<file path="config.mk">
export PLATFORM = sky130hd
export DESIGN_NAME = l2c_resp_top
export DESIGN_NICKNAME = d
export VERILOG_FILES = /design/src/logic/l2c_pkg.sv /design/src/logic/l2c_tag_stage.sv /design/src/logic/l2c_cmp_stage.sv /design/src/logic/l2c_data_stage.sv /design/src/logic/l2c_resp_fifo.sv /design/src/logic/l2c_wb.sv /design/src/logic/l2c_resp_top.sv
export VERILOG_INCLUDE_DIRS = /design/src /design/src/logic
export SDC_FILE = /design/constraint.sdc
export NUM_CORES = 1
export LEC_CHECK = 0
export BUFFER_PORTS_ARGS = -buffer_cell sky130_fd_sc_hd__buf_4
export CORE_ASPECT_RATIO = 0.6
export CORE_MARGIN = 2
export CORE_UTILIZATION = 46
export CTS_CLUSTER_SIZE = 16
export DETAILED_ROUTE_END_ITERATION = 6
export RECOVER_POWER = 25
export SETUP_SLACK_MARGIN = 0.2
export SLEW_MARGIN = 20
export SYNTH_ARGS = -nofsm -noshare
export SYNTH_HDL_FRONTEND = slang
export SYNTH_SLANG_ARGS = --single-unit
export TNS_END_PERCENT = 10
</file>
<file path="constraint.sdc">
create_clock -name l2c_clk -period 10.7 [get_ports l2c_clk]
set_input_delay 1.605 -clock l2c_clk [delete_from_list [all_inputs] [get_ports l2c_clk]]
set_output_delay 1.605 -clock l2c_clk [all_outputs]
set_load 0.01 [all_outputs]
</file>
<file path="src/logic/l2c_defines.svh">
/*
  Widths and depths of the level-2 cache response pipeline.
  The rfifo depth must stay at 3 or less, since its pointers are 2 bits wide.
*/
`ifndef L2C_DEFINES_SVH
`define L2C_DEFINES_SVH

// Line and array geometry
`define L2C_DATA_WIDTH   64
`define L2C_INDEX_WIDTH  4

// Completion fields toward the CIU
`define L2C_SID_WIDTH    5
`define L2C_CP_WIDTH     4
`define L2C_RESP_WIDTH   5

// Response FIFO entries
`define L2C_RFIFO_DEPTH  3

`endif

</file>
<file path="src/logic/l2c_pkg.sv">
/*
  Shared types of the response pipeline.
  Only two resp codes are defined, and the other resp values are unused.
*/
`default_nettype none

`include "l2c_defines.svh"

package l2c_pkg;

  // Vector types sized from the defines header
  typedef logic [`L2C_DATA_WIDTH-1:0]  l2c_data_t;
  typedef logic [`L2C_INDEX_WIDTH-1:0] l2c_index_t;
  typedef logic [`L2C_SID_WIDTH-1:0]   l2c_sid_t;
  typedef logic [`L2C_CP_WIDTH-1:0]    l2c_cp_t;
  typedef logic [`L2C_RESP_WIDTH-1:0]  l2c_resp_t;

  // Request kind
  typedef enum logic [0:0] {
    op_read  = 1'b0,
    op_write = 1'b1
  } l2c_op_e;

  // Completion codes
  localparam l2c_resp_t resp_read_data  = 5'b00001;
  localparam l2c_resp_t resp_write_done = 5'b00100;

endpackage

`default_nettype wire

</file>
<file path="src/logic/l2c_tag_stage.sv">
/*
  Ack side of the four-phase request handshake.
  A request is taken only while the rfifo has two or more free slots.
*/
`timescale 1ns/1ps
`default_nettype none

module l2c_tag_stage
  import l2c_pkg::*;
(
  input  wire        l2c_clk,
  input  wire        cpurst_b,
  input  wire        req_vld,
  input  l2c_op_e    req_op,
  input  l2c_index_t req_index,
  input  l2c_data_t  req_wdata,
  input  l2c_sid_t   req_sid,
  input  l2c_cp_t    req_cp,
  input  wire        rfifo_afull,
  output logic       req_ack,
  output logic       tag_vld,
  output l2c_op_e    tag_op,
  output l2c_index_t tag_index,
  output l2c_data_t  tag_wdata,
  output l2c_sid_t   tag_sid,
  output l2c_cp_t    tag_cp
);

  logic accept;

  // New request seen, previous ack gone, stage free, room downstream
  assign accept = req_vld && !req_ack && !tag_vld && !rfifo_afull;

  // Ack rises on accept and falls once the requester has let go
  always_ff @(posedge l2c_clk or negedge cpurst_b)
  begin
    if (!cpurst_b)
    begin
      req_ack <= 1'b0;
      tag_vld <= 1'b0;
    end
    else
    begin
      tag_vld <= accept;
      if (accept)
        req_ack <= 1'b1;
      else if (req_ack && !req_vld)
        req_ack <= 1'b0;
    end
  end

  // Request fields held for the one stage cycle
  always_ff @(posedge l2c_clk)
  begin
    if (accept)
    begin
      tag_op    <= req_op;
      tag_index <= req_index;
      tag_wdata <= req_wdata;
      tag_sid   <= req_sid;
      tag_cp    <= req_cp;
    end
  end

endmodule

`default_nettype wire

</file>
<file path="src/logic/l2c_cmp_stage.sv">
/*
  Compare stage. Every access hits, so the stage only splits by op.
  Writes end here, and only reads go on to the data stage.
*/
`timescale 1ns/1ps
`default_nettype none

module l2c_cmp_stage
  import l2c_pkg::*;
(
  input  wire        l2c_clk,
  input  wire        cpurst_b,
  input  wire        tag_vld,
  input  l2c_op_e    tag_op,
  input  l2c_index_t tag_index,
  input  l2c_data_t  tag_wdata,
  input  l2c_sid_t   tag_sid,
  input  l2c_cp_t    tag_cp,
  output logic       cmp_vld,
  output l2c_index_t cmp_index,
  output l2c_sid_t   cmp_sid,
  output l2c_cp_t    cmp_cp,
  output logic       arr_wen,
  output l2c_index_t arr_windex,
  output l2c_data_t  arr_wdata,
  output logic       rfifo_create,
  output l2c_sid_t   rfifo_create_sid,
  output l2c_cp_t    rfifo_create_cp,
  output l2c_resp_t  rfifo_create_resp
);

  l2c_data_t cmp_wdata;
  logic      cmp_wr_vld;

  // Stage valids split by op
  always_ff @(posedge l2c_clk or negedge cpurst_b)
  begin
    if (!cpurst_b)
    begin
      cmp_vld    <= 1'b0;
      cmp_wr_vld <= 1'b0;
    end
    else
    begin
      cmp_vld    <= tag_vld && (tag_op == op_read);
      cmp_wr_vld <= tag_vld && (tag_op == op_write);
    end
  end

  always_ff @(posedge l2c_clk)
  begin
    if (tag_vld)
    begin
      cmp_index <= tag_index;
      cmp_wdata <= tag_wdata;
      cmp_sid   <= tag_sid;
      cmp_cp    <= tag_cp;
    end
  end

  // ==============================
  // Write retire
  // ==============================
  // Array write and rfifo push land on the edge that ends this cycle
  assign arr_wen           = cmp_wr_vld;
  assign arr_windex        = cmp_index;
  assign arr_wdata         = cmp_wdata;
  assign rfifo_create      = cmp_wr_vld;
  assign rfifo_create_sid  = cmp_sid;
  assign rfifo_create_cp   = cmp_cp;
  assign rfifo_create_resp = resp_write_done;

endmodule

`default_nettype wire

</file>
<file path="src/logic/l2c_data_stage.sv">
/*
  Data array of 16 lines with a registered read port.
  A read returns the line as it was before a write on the same edge.
*/
`timescale 1ns/1ps
`default_nettype none

module l2c_data_stage
  import l2c_pkg::*;
(
  input  wire        l2c_clk,
  input  wire        cpurst_b,
  input  wire        cmp_vld,
  input  l2c_index_t cmp_index,
  input  l2c_sid_t   cmp_sid,
  input  l2c_cp_t    cmp_cp,
  input  wire        arr_wen,
  input  l2c_index_t arr_windex,
  input  l2c_data_t  arr_wdata,
  output logic       data_vld,
  output l2c_sid_t   data_sid,
  output l2c_cp_t    data_cp,
  output l2c_data_t  data_dout
);

  localparam int unsigned num_lines = 1 << $bits(l2c_index_t);

  l2c_data_t data_array [num_lines];

  // ==============================
  // Array
  // ==============================
  // Lines start out zero after reset
  always_ff @(posedge l2c_clk or negedge cpurst_b)
  begin
    if (!cpurst_b)
    begin
      for (int i = 0; i < num_lines; i++)
        data_array[i] <= '0;
    end
    else if (arr_wen)
      data_array[arr_windex] <= arr_wdata;
  end

  // Stage valid
  always_ff @(posedge l2c_clk or negedge cpurst_b)
  begin
    if (!cpurst_b)
      data_vld <= 1'b0;
    else
      data_vld <= cmp_vld;
  end

  // Read flop, old contents on a same-edge write
  always_ff @(posedge l2c_clk)
  begin
    if (cmp_vld)
    begin
      data_dout <= data_array[cmp_index];
      data_sid  <= cmp_sid;
      data_cp   <= cmp_cp;
    end
  end

endmodule

`default_nettype wire

</file>
<file path="src/logic/l2c_resp_fifo.sv">
/*
  Response FIFO for data-less completions, head entry shown at the pop side.
  Pointers are 2 bits, so the depth from the defines header must not exceed 3.
*/
`timescale 1ns/1ps
`default_nettype none

`include "l2c_defines.svh"

module l2c_resp_fifo
  import l2c_pkg::*;
(
  input  wire       l2c_clk,
  input  wire       cpurst_b,
  input  wire       create_en,
  input  l2c_sid_t  create_sid,
  input  l2c_cp_t   create_cp,
  input  l2c_resp_t create_resp,
  input  wire       pop_en,
  output logic      pop_vld,
  output l2c_sid_t  pop_sid,
  output l2c_cp_t   pop_cp,
  output l2c_resp_t pop_resp,
  output logic      empty,
  output logic      afull
);

  localparam logic [1:0] last_ptr = 2'(`L2C_RFIFO_DEPTH - 1);
  localparam logic [1:0] full_cnt = 2'(`L2C_RFIFO_DEPTH);

  l2c_sid_t   entry_sid  [`L2C_RFIFO_DEPTH];
  l2c_cp_t    entry_cp   [`L2C_RFIFO_DEPTH];
  l2c_resp_t  entry_resp [`L2C_RFIFO_DEPTH];
  logic [1:0] wptr;
  logic [1:0] rptr;
  logic [1:0] count;
  logic       full;

  // ==============================
  // Pointers and count
  // ==============================
  always_ff @(posedge l2c_clk or negedge cpurst_b)
  begin
    if (!cpurst_b)
    begin
      wptr  <= 2'd0;
      rptr  <= 2'd0;
      count <= 2'd0;
    end
    else
    begin
      if (create_en)
        wptr <= (wptr == last_ptr) ? 2'd0 : wptr + 2'd1;
      if (pop_en)
        rptr <= (rptr == last_ptr) ? 2'd0 : rptr + 2'd1;
      // Net change in occupancy
      case ({create_en, pop_en})
        2'b10:   count <= count + 2'd1;
        2'b01:   count <= count - 2'd1;
        default: count <= count;
      endcase
    end
  end

  // Entry storage
  always_ff @(posedge l2c_clk)
  begin
    if (create_en)
    begin
      entry_sid[wptr]  <= create_sid;
      entry_cp[wptr]   <= create_cp;
      entry_resp[wptr] <= create_resp;
    end
  end

  // Status, afull with one slot or fewer left
  assign empty = (count == 2'd0);
  assign full  = (count == full_cnt);
  assign afull = (count >= last_ptr);

  // Head entry
  assign pop_vld  = !empty;
  assign pop_sid  = entry_sid[rptr];
  assign pop_cp   = entry_cp[rptr];
  assign pop_resp = entry_resp[rptr];

  // Ingress throttle must keep a slot for every write in flight
  a_no_overflow: assert property (@(posedge l2c_clk) disable iff (!cpurst_b)
    create_en |-> !full);

  // Arbiter only grants a real head entry
  a_no_underflow: assert property (@(posedge l2c_clk) disable iff (!cpurst_b)
    pop_en |-> !empty);

endmodule

`default_nettype wire

</file>
<file path="src/logic/l2c_wb.sv">
/*
  Write-back stage and completion arbiter toward the CIU.
  The wb stage always wins, and the rfifo head goes out only in idle wb cycles.
*/
`timescale 1ns/1ps
`default_nettype none

module l2c_wb
  import l2c_pkg::*;
(
  input  wire       l2c_clk,
  input  wire       cpurst_b,
  input  wire       data_vld,
  input  l2c_sid_t  data_sid,
  input  l2c_cp_t   data_cp,
  input  l2c_data_t data_dout,
  input  wire       rfifo_pop_vld,
  input  l2c_sid_t  rfifo_pop_sid,
  input  l2c_cp_t   rfifo_pop_cp,
  input  l2c_resp_t rfifo_pop_resp,
  output logic      wb_vld,
  output logic      rfifo_pop_en,
  output logic      cmplt,
  output l2c_sid_t  cmplt_sid,
  output l2c_cp_t   cmplt_cp,
  output l2c_resp_t cmplt_resp,
  output l2c_data_t cmplt_data
);

  l2c_sid_t  wb_sid;
  l2c_cp_t   wb_cp;
  l2c_data_t wb_data;

  // ==============================
  // Wb stage
  // ==============================
  always_ff @(posedge l2c_clk or negedge cpurst_b)
  begin
    if (!cpurst_b)
      wb_vld <= 1'b0;
    else
      wb_vld <= data_vld;
  end

  always_ff @(posedge l2c_clk)
  begin
    if (data_vld)
    begin
      wb_sid  <= data_sid;
      wb_cp   <= data_cp;
      wb_data <= data_dout;
    end
  end

  // ==============================
  // CIU completion
  // ==============================
  // Rfifo pops only into an empty wb slot
  assign rfifo_pop_en = !wb_vld && rfifo_pop_vld;

  // No back-pressure from the CIU
  assign cmplt      = wb_vld || rfifo_pop_en;
  assign cmplt_sid  = wb_vld ? wb_sid : rfifo_pop_sid;
  assign cmplt_cp   = wb_vld ? wb_cp : rfifo_pop_cp;
  assign cmplt_resp = wb_vld ? resp_read_data : rfifo_pop_resp;
  // Data bus only matters for read completions
  assign cmplt_data = wb_data;

endmodule

`default_nettype wire

</file>
<file path="src/logic/l2c_resp_top.sv">
/*
  Response end of the level-2 cache pipeline, single clock domain.
  Every access hits its index, and the CIU accepts every completion.
*/
`timescale 1ns/1ps
`default_nettype none

module l2c_resp_top
  import l2c_pkg::*;
(
  input  wire        l2c_clk,
  input  wire        cpurst_b,
  input  wire        req_vld,
  input  l2c_op_e    req_op,
  input  l2c_index_t req_index,
  input  l2c_data_t  req_wdata,
  input  l2c_sid_t   req_sid,
  input  l2c_cp_t    req_cp,
  output logic       req_ack,
  output logic       cmplt,
  output l2c_sid_t   cmplt_sid,
  output l2c_cp_t    cmplt_cp,
  output l2c_resp_t  cmplt_resp,
  output l2c_data_t  cmplt_data,
  output logic       pipeline_rdy
);

  // Tag stage
  logic       tag_vld;
  l2c_op_e    tag_op;
  l2c_index_t tag_index;
  l2c_data_t  tag_wdata;
  l2c_sid_t   tag_sid;
  l2c_cp_t    tag_cp;
  // Compare stage
  logic       cmp_vld;
  l2c_index_t cmp_index;
  l2c_sid_t   cmp_sid;
  l2c_cp_t    cmp_cp;
  logic       arr_wen;
  l2c_index_t arr_windex;
  l2c_data_t  arr_wdata;
  // Data stage
  logic       data_vld;
  l2c_sid_t   data_sid;
  l2c_cp_t    data_cp;
  l2c_data_t  data_dout;
  // Rfifo and wb
  logic       rfifo_create;
  l2c_sid_t   rfifo_create_sid;
  l2c_cp_t    rfifo_create_cp;
  l2c_resp_t  rfifo_create_resp;
  logic       rfifo_pop_en;
  logic       rfifo_pop_vld;
  l2c_sid_t   rfifo_pop_sid;
  l2c_cp_t    rfifo_pop_cp;
  l2c_resp_t  rfifo_pop_resp;
  logic       rfifo_empty;
  logic       rfifo_afull;
  logic       wb_vld;

  l2c_tag_stage x_tag_stage (
    .l2c_clk     (l2c_clk),
    .cpurst_b    (cpurst_b),
    .req_vld     (req_vld),
    .req_op      (req_op),
    .req_index   (req_index),
    .req_wdata   (req_wdata),
    .req_sid     (req_sid),
    .req_cp      (req_cp),
    .rfifo_afull (rfifo_afull),
    .req_ack     (req_ack),
    .tag_vld     (tag_vld),
    .tag_op      (tag_op),
    .tag_index   (tag_index),
    .tag_wdata   (tag_wdata),
    .tag_sid     (tag_sid),
    .tag_cp      (tag_cp)
  );

  l2c_cmp_stage x_cmp_stage (
    .l2c_clk           (l2c_clk),
    .cpurst_b          (cpurst_b),
    .tag_vld           (tag_vld),
    .tag_op            (tag_op),
    .tag_index         (tag_index),
    .tag_wdata         (tag_wdata),
    .tag_sid           (tag_sid),
    .tag_cp            (tag_cp),
    .cmp_vld           (cmp_vld),
    .cmp_index         (cmp_index),
    .cmp_sid           (cmp_sid),
    .cmp_cp            (cmp_cp),
    .arr_wen           (arr_wen),
    .arr_windex        (arr_windex),
    .arr_wdata         (arr_wdata),
    .rfifo_create      (rfifo_create),
    .rfifo_create_sid  (rfifo_create_sid),
    .rfifo_create_cp   (rfifo_create_cp),
    .rfifo_create_resp (rfifo_create_resp)
  );

  l2c_data_stage x_data_stage (
    .l2c_clk    (l2c_clk),
    .cpurst_b   (cpurst_b),
    .cmp_vld    (cmp_vld),
    .cmp_index  (cmp_index),
    .cmp_sid    (cmp_sid),
    .cmp_cp     (cmp_cp),
    .arr_wen    (arr_wen),
    .arr_windex (arr_windex),
    .arr_wdata  (arr_wdata),
    .data_vld   (data_vld),
    .data_sid   (data_sid),
    .data_cp    (data_cp),
    .data_dout  (data_dout)
  );

  l2c_resp_fifo x_resp_fifo (
    .l2c_clk     (l2c_clk),
    .cpurst_b    (cpurst_b),
    .create_en   (rfifo_create),
    .create_sid  (rfifo_create_sid),
    .create_cp   (rfifo_create_cp),
    .create_resp (rfifo_create_resp),
    .pop_en      (rfifo_pop_en),
    .pop_vld     (rfifo_pop_vld),
    .pop_sid     (rfifo_pop_sid),
    .pop_cp      (rfifo_pop_cp),
    .pop_resp    (rfifo_pop_resp),
    .empty       (rfifo_empty),
    .afull       (rfifo_afull)
  );

  l2c_wb x_wb (
    .l2c_clk        (l2c_clk),
    .cpurst_b       (cpurst_b),
    .data_vld       (data_vld),
    .data_sid       (data_sid),
    .data_cp        (data_cp),
    .data_dout      (data_dout),
    .rfifo_pop_vld  (rfifo_pop_vld),
    .rfifo_pop_sid  (rfifo_pop_sid),
    .rfifo_pop_cp   (rfifo_pop_cp),
    .rfifo_pop_resp (rfifo_pop_resp),
    .wb_vld         (wb_vld),
    .rfifo_pop_en   (rfifo_pop_en),
    .cmplt          (cmplt),
    .cmplt_sid      (cmplt_sid),
    .cmplt_cp       (cmplt_cp),
    .cmplt_resp     (cmplt_resp),
    .cmplt_data     (cmplt_data)
  );

  // Idle when no stage holds work, a write in compare counts as busy
  assign pipeline_rdy = !tag_vld && !cmp_vld && !arr_wen && !data_vld && !wb_vld
                        && rfifo_empty;

endmodule

`default_nettype wire

</file>
==> summary.txt, run 1 <==
Global routing
  • GRT overflow: 0
  • GRT Max-Usage Layer: met2
  • Met2 Use GR: 36.38%
  • GR Util All Layers: 23.05%
  • Initial antenna violation count: 3
  • Largest net degree at the start of global routing: 204
  • First-pass GRT wire length: 215000 um
  • Global-route met1 utilization: 32.86%
  • Met3 Use GR: 3.760%
  • Vias in the first global route: 32350

Clocking
  • Postcts setup bufs: 0
  • Clk root buf: clkbuf_16
  • Hold-fix buffers, CTS: 0
  • Worst-path clk slew: 0.06 ns
  • Clk sinks: 1364
  • Clock buffer count from CTS: 133
  • Clk Latency, worst-skew pair: 0.76 ns
  • H-tree depth: 4
  • Longest Clk Path Bufs: 3
  • CTS resizes: 0
  • CTS tree: yes

Synth
  • Synth cell types: 37
  • Synth Register Bits: 1364
  • Seq/Total Area, Yosys: 63.33%
  • Synth Warn #: 0
  • Avg Cell Area, Syn: 17.72 um2
  • Mapped cell area: 56490 um2
  • Post-Syn Instances: 3187

Power and ir drop
  • Sw Share: 27.34%
  • P_leak: 28.36 nW
  • Worst VDD drop: 0.0001746 V
  • Clock share of power: 27.6%
  • Gate power share: 21.9%
  • NetSw: 4.633 mW
  • Sequential share of power: 50.5%
  • Cell Pwr Density: 267.6 nW/um2
  • Internal power: 12.31 mW

Critical path
  • Crit path max-delay cell type: clkbuf_1
  • Buffers & Inverters on Critical Path: 4
  • Worst setup SP type: primary input
  • Critical path type: in2async
  • Worst EP arrival: 6.51 ns
  • Worst r2r dst: x_data_stage.data_array[114]
  • Crit path max fanout: 127
  • WP data required: 11.51 ns
  • Reg2Reg Setup Slack: 5.15 ns
  • CP Launch Point: cpurst_b
  • CP Depth: 4
  • Cell Chain, Critical Path: clkbuf_1 -> buf_4 -> buf_12 -> buf_16
  • Critical Path End: x_data_stage.data_array[987]
  • Worst r2r src: x_cmp_stage.arr_windex[1]
  • R2R depth: 6
  • Top delay family on crit path: buffers and inverters
  • Slowest cell delay on critical path: 2.68 ns
  • Crit path capture type: asynchronous set/reset pin

Die
  • Ports: 162
  • Die Area: 125700 um2
  • Starting Density: 46.44%
  • Core Area: 121600 um2
  • Rows: 99
  • Die height: 275.4 um
  • Die X: 456.4 um

Cells and area
  • Layout cell share with drive strength beyond 1: 48.60%
  • Final #Nets: 3366
  • Area Growth Syn to Fin: 12.11%
  • Cell area after layout: 63330 um2

Status
  • Failing checks: max-capacitance violations, max-slew violations
  • Status: finished with violations

STA
  • Fin. max-slew vios: 344
  • Worst-Margin Slew: 4.327 ns
  • Min Hold Slack: 0.4192 ns
  • Period minus WS final: 5.703 ns
  • Clock skew: 0.02344 ns
  • Setup tns final: 0 ns
  • Unrepaired setup endpoints after global routing: false
  • Fmax: 175.4 MHz
  • Number of failing hold endpoints at the final stage: 0
  • Final setup vio count: 0
  • Max_slew headroom: -188.5%
  • Final worst-path cycle share: 53.30%

Run
  • Max cap viols: 9

Detailed routing
  • Drt pass-1 iters: 5
  • DRC errors left: 0
  • Starting DRC count in detailed routing: 2079
  • Routed len/inst: 28.31 um
  • Drt total wl: 142000 um
  • Vias: 29520
  • Detail Route Antenna Nets: 0
  • Via density per instance: 5.887

Placement
  • Input/output buffers: 158
  • Post-placement cell area: 59020 um2
  • Routability cong.: 0.7288
  • DP HPWL: 75740 um

Hold path
  • Hold Crit Class: reg2reg
## worst min-delay path by stage
stage	startpoint	to	slack, ns	cells after the start
4_1_cts	x_data_stage.data_dout[59]	x_wb.cmplt_data[59]	0.42	0
5_1_grt	x_tag_stage.tag_wdata[55]	x_cmp_stage.arr_wdata[55]	0.42	0
6_report	x_tag_stage.tag_wdata[57]	x_cmp_stage.arr_wdata[57]	0.42	0
2_1_floorplan	x_tag_stage.tag_op	x_cmp_stage.cmp_vld	0.40	1
3_5_place_dp	x_tag_stage.tag_wdata[57]	x_cmp_stage.arr_wdata[57]	0.40	0
3_3_place_gp	x_data_stage.data_sid[2]	x_wb.wb_sid[2]	0.40	0
## cell usage after synthesis
cell type / n / area (um2)
nor2_1: 5 / 18.77
xnor2_1: 2 / 17.52
nor2_2: 9 / 56.30
or4_1: 1 / 7.510
nand3b_2: 1 / 11.26
o21ai_0: 9 / 45.04
o21bai_1: 1 / 7.510
inv_1: 2 / 7.510
buf_2: 96 / 480.5
edfxtp_1: 328 / 9849
ha_1: 1 / 12.51
nor2b_1: 4 / 25.02
clkbuf_1: 111 / 416.7
nor3_1: 2 / 10.01
nand3_1: 1 / 5.000
mux2i_1: 9 / 90.09
dfrtp_1: 1036 / 25920
buf_1: 10 / 37.54
conb_1: 1 / 3.750
mux2_4: 60 / 900.9
inv_2: 1 / 3.750
xor2_1: 1 / 8.760
nor3b_1: 2 / 15.01
nor4b_1: 1 / 8.760
nor3b_2: 1 / 12.51
nand2b_1: 5 / 31.28
nand2_1: 76 / 285.3
a22oi_1: 128 / 960.9
mux2_2: 914 / 10290
mux4_2: 256 / 5766
buf_6: 27 / 304.0
nand3b_4: 1 / 20.02
or3_1: 3 / 18.77
buf_4: 16 / 120.1
a21o_1: 5 / 37.54
mux2_1: 59 / 664.4
and2_1: 2 / 12.51
## placed cells by master, fill, tap and decap left out, types with 5 or more instances in the layout
cell,netlist,final
clkbuf_1,111,60
clkbuf_8,0,19
nor2_4,0,8
clkbuf_16,0,139
buf_12,0,5
a21o_1,5,5
o21ai_0,9,9
inv_6,0,8
nor2_1,5,6
mux2_4,60,60
nand2_1,76,75
clkinv_2,0,22
clkbuf_4,0,68
mux2_2,914,913
edfxtp_1,328,328
mux2i_1,9,9
clkinv_1,0,8
mux4_2,256,256
dfrtp_1,1036,1036
a22oi_1,128,128
mux2_1,59,60
bufinv_16,0,6
buf_4,16,125
## registers in the layout (all words and copies together), names as in the netlist, 2 cells and up
register                 cells
x_data_stage.data_cp         4
x_tag_stage.tag_cp           4
x_wb.cmplt_data             64
x_tag_stage.tag_sid          5
x_wb.wb_cp                   4
x_resp_fifo.count            2
x_wb.wb_sid                  5
x_data_stage.data_dout      64
x_resp_fifo.rptr             2
x_cmp_stage.cmp_cp           4
x_data_stage.data_sid        5
x_resp_fifo.entry_sid       15
x_data_stage.data_array   1024
x_cmp_stage.cmp_sid          5
x_tag_stage.tag_wdata       64
x_cmp_stage.arr_windex       4
x_cmp_stage.arr_wdata       64
x_resp_fifo.entry_cp        12
x_tag_stage.tag_index        4
x_resp_fifo.wptr             2
## routing by layer
| metal | wire length [um] | part of all wire (%) |
|---|---|---|
| met4 | 3613 | 2.5 |
| met1 | 65070 | 46 |
| met5 | 0 | 0 |
| met2 | 66980 | 47 |
| met3 | 6341 | 4.5 |
## through the flow
step                      instances  total power, mW  util (%)  setup slack (ns)
after floorplan                3189            11.05         -             4.150
after global placement         4762            12.02     48.52             6.659
after detailed placement       4762            12.37     48.52             6.473
after CTS                      5010            17.10     52.09             6.595
after global routing           5014            17.81     52.06             3.968
final                          5015            16.95     52.06             4.997
## final cells by class
type                            count  area (um2)
Fill cell                        9794       58310
Sequential cell                  1364       35770
Multi-Input combinational cell   1562       19460
Clock buffer                      200        3897
Tap cell                         1616        2022
Timing Repair Buffer              220        1710
Clock inverter                     48       444.2
Inverter                            3       11.26
Antenna cell                        2       5.005
## power groups by stage
stage | Clock (mW) | Combinational, mW | Sequential [mW]
6_report | 4.68 | 3.70 | 8.56
5_1_grt | 5.02 | 4.01 | 8.79
4_1_cts | 4.80 | 3.76 | 8.53
3_3_place_gp | 0 | 3.60 | 8.42
2_1_floorplan | 0 | 2.96 | 8.09
3_5_place_dp | 0 | 3.75 | 8.62
## logic make-up after synthesis
kind of cell / share of synthesized area [%]
AO/OA/AOI/OAI: 1.861
XOR/XNOR: 0.04652
adder cells (fa/ha/maj): 0.02215
buffers and inverters: 2.425
flip-flops: 63.33
multiplexers: 31.36
other: 0.006638
AND/OR/NAND/NOR: 0.9524
Power figures use the tool's default switching activity.
==> inputs of run 2 (changes only) <==
- ABC_AREA: default -> 1
- clock period: 10.7 -> 5.2 ns (I/O delays scaled with it)
==> summary.txt, run 2 <==
Detailed routing
  • Via density per instance: 5.102 (-13%)
  • DRC errors left: 0 (unchanged)
  • Drt total wl: 159600 um (+12%)
  • Vias: 44100 (+49%)
  • Starting DRC count in detailed routing: 4106 (+97%)
  • Detail Route Antenna Nets: 0 (unchanged)
  • Routed len/inst: 18.46 um (-35%)
  • Drt pass-1 iters: 6 (+1)

Power and ir drop
  • Sequential share of power: 47.7% (-2.8 points)
  • P_leak: 31.99 nW (+13%)
  • Clock share of power: 26.9% (-0.7 points)
  • Internal power: 24.11 mW (+96%)
  • Gate power share: 25.4% (+3.5 points)
  • Cell Pwr Density: 558.7 nW/um2 (+110%)
  • NetSw: 12.16 mW (+160%)
  • Sw Share: 33.53% (+6.2 points)
  • Total Power: 36.27 mW (+110%)
  • Worst VDD drop: 0.0003544 V (+100%)

Synth
  • Synth cell types: 27 (-27%)
  • Synth top area share: 44.19% (-1.7 points)
  • Post-Syn Instances: 6964 (+120%)
  • Synth Warn #: 0 (unchanged)
  • Post-synth EDFFs: 328 (unchanged)
  • Synth top area cells: dfrtp_1 (44%), nand2_1 (21%), edfxtp_1 (17%)
  • Synth area leader: dfrtp_1
  • Leading register cell type out of synthesis: dfrtp_1
  • Cell with the most instances after synthesis: nand2_1
  • Avg Cell Area, Syn: 8.424 um2 (-52%)
  • Synth cell count leaders: nand2_1 (3293), dfrtp_1 (1036), nor2_1 (525)
  • Mapped cell area: 58670 um2 (+3.9%)
  • Synth Register Bits: 1364 (unchanged)
  • Seq/Total Area, Yosys: 60.98% (-2.4 points)
  • Async SR Flop Fraction: 75.95% (unchanged)

STA
  • Final WS setup: 1.182 ns (-3.815 ns)
  • Min Hold Slack: 0.2097 ns (-0.2096 ns)
  • Number of failing hold endpoints at the final stage: 0 (unchanged)
  • Fmax: 248.9 MHz
  • Clock skew: 0.01802 ns (-0.005424 ns)
  • Fin. max-slew vios: 251 (-27%)
  • Max_slew headroom: -70.28% (+120 points)
  • Final worst-path cycle share: 77.26%
  • Setup tns final: 0 ns (unchanged)
  • Unrepaired setup endpoints after global routing: false
  • Worst-Margin Slew: 2.554 ns (-1.773 ns)
  • Period minus WS final: 4.018 ns
  • Final setup vio count: 0 (unchanged)

Clocking
  • Clock buffer count from CTS: 132 (-0.75%)
  • CTS resizes: 0 (unchanged)
  • Longest Clk Path Bufs: 3 (unchanged)
  • Worst-path clk slew: 0.07 ns (about the same)
  • Clk root buf: clkbuf_16
  • Clk Latency, worst-skew pair: 0.76 ns (about the same)
  • CTS tree: yes
  • Hold-fix buffers, CTS: 0 (unchanged)
  • Clk sinks: 1364 (unchanged)
  • Postcts setup bufs: 0 (unchanged)
  • H-tree depth: 4 (unchanged)

Die
  • Die height: 280.6 um (+1.9%)
  • Rows: 101 (+2.0%)
  • Die Area: 130500 um2 (+3.8%)
  • Ports: 162 (unchanged)
  • Core Area: 126500 um2 (+4.0%)
  • Die X: 465.0 um (+1.9%)
  • Starting Density: 46.38% (-0.062 points)

Critical path
  • Cell Chain, Critical Path: inv_1 -> nand2_1 -> nor4_1 -> buf_4
  • Crit path max-delay cell type: dfrtp_1
  • Crit path capture type: output port
  • Worst setup SP type: flop
  • Crit path max fanout: 30 (-76%)
  • Critical path type: reg2out
  • Worst EP arrival: 3.24 ns (-3.27 ns)
  • Slowest cell delay on critical path: 1.73 ns (-0.95 ns)
  • WP data required: 4.42 ns (-7.09 ns)

Hold path
  • Hold Crit Class: in2reg

Placement
  • Routability cong.: 0.7739 (+6.2%)
  • Post-placement cell area: 60630 um2 (+2.7%)
  • Worst slack, placed: 1.800 ns (-4.674 ns)
  • Dpl cells: 8403 (+76%)
  • Input/output buffers: 158 (unchanged)
  • DP HPWL: 82220 um (+8.6%)

Cells and area
  • Area Growth Syn to Fin: 10.66%
  • Max reg flops: 1024 (unchanged)
  • Post-Layout Cell Count: 8644 (+72%)
  • Post-layout util: 51.32% (-0.74 points)
  • Final #Nets: 6920 (+110%)
  • Layout cell share with drive strength beyond 1: 6.394% (-42 points)
  • Top reg by flops: x_data_stage.data_array
  • Cell area after layout: 64920 um2 (+2.5%)
  • Most common cell after layout, fill and taps aside: nand2_1
  • Commonest non-fill, non-tap cells in the layout: nand2_1 (3285), dfrtp_1 (1035), nor2_1 (517), a21oi_1 (517), o21ai_1 (512)

Status
  • Status: finished with violations
  • Failing checks: max-capacitance violations, max-slew violations

Global routing
  • Initial antenna violation count: 3 (unchanged)
  • Largest net degree at the start of global routing: 195 (-4.4%)
  • GRT overflow: 0 (unchanged)
  • First-pass GRT wire length: 252400 um (+17%)
  • GR Util All Layers: 24.90% (+1.8 points)
  • Vias in the first global route: 42130 (+30%)

Run
  • Max cap viols: 4 (-5)
[run 2: final timing paths]
kind / cells after the start / end / startpoint / slack, ns
max: 4 / pipeline_rdy / x_tag_stage.tag_vld / 1.18
max in group asynchronous: 2 / x_data_stage.data_array[33] / cpurst_b / 1.44
max reg2reg: 4 / x_tag_stage.tag_wdata[10] / x_tag_stage.tag_vld / 1.77
min reg2reg: 0 / x_cmp_stage.arr_wdata[40] / x_tag_stage.tag_wdata[40] / 0.41
min in group asynchronous: 1 / x_data_stage.data_array[134] / cpurst_b / 0.81
min: 1 / x_tag_stage.tag_wdata[37] / req_wdata[37] / 0.21
[run 2: worst max-delay path: cells and delay by family (launching register included)]
kind	cells	cell delay [ns]
DFF	1	1.73
buffers and inverters	2	0.51
and+or+nand+nor	2	0.24
[run 2: area by class of cell]
type                            count  area, um2
Multi-Input combinational cell   4892      19890
Fill cell                       11900      61580
Clock inverter                     39      325.3
Inverter                          218      840.8
Sequential cell                  1364      35780
Antenna cell                        1      2.502
Tap cell                         1699       2126
Clock buffer                      201       4026
Timing Repair Buffer              230       1928
[run 2: cells by family (layout without fill, tap and decap cells)]
logic type	after synthesis	after routing	share of synthesized area, %
adders and majority gates	1	1	0.02132
muxes	1	1	0.01919
buffers and inverters	710	688	5.349
other	1	4	0.006392
AOI/OAI and AO/OA	1047	1047	8.962
and+or+nand+nor	3838	3838	24.63
xor gates and xnor gates	2	2	0.02986
DFF	1364	1364	60.98
[run 2: routing by layer]
layer | part of all wire [%] | global-route usage (%) | routed length, um
met5 | 0 | 0 | 0
met2 | 44 | 38.00 | 70140
met1 | 49 | 37.38 | 77450
met3 | 5.6 | 3.553 | 8945
met4 | 1.9 | 6.319 | 3060
[run 2: power by group through the flow]
stage | logic (mW) | registers, mW | clock network [mW]
after floorplan | 6.97 | 16.9 | 0
after global placement | 9.04 | 17.3 | 0
after detailed placement | 9.27 | 17.4 | 0
after CTS | 9.29 | 17.3 | 9.96
after global routing | 10.8 | 17.8 | 10.4
final | 9.22 | 17.3 | 9.75
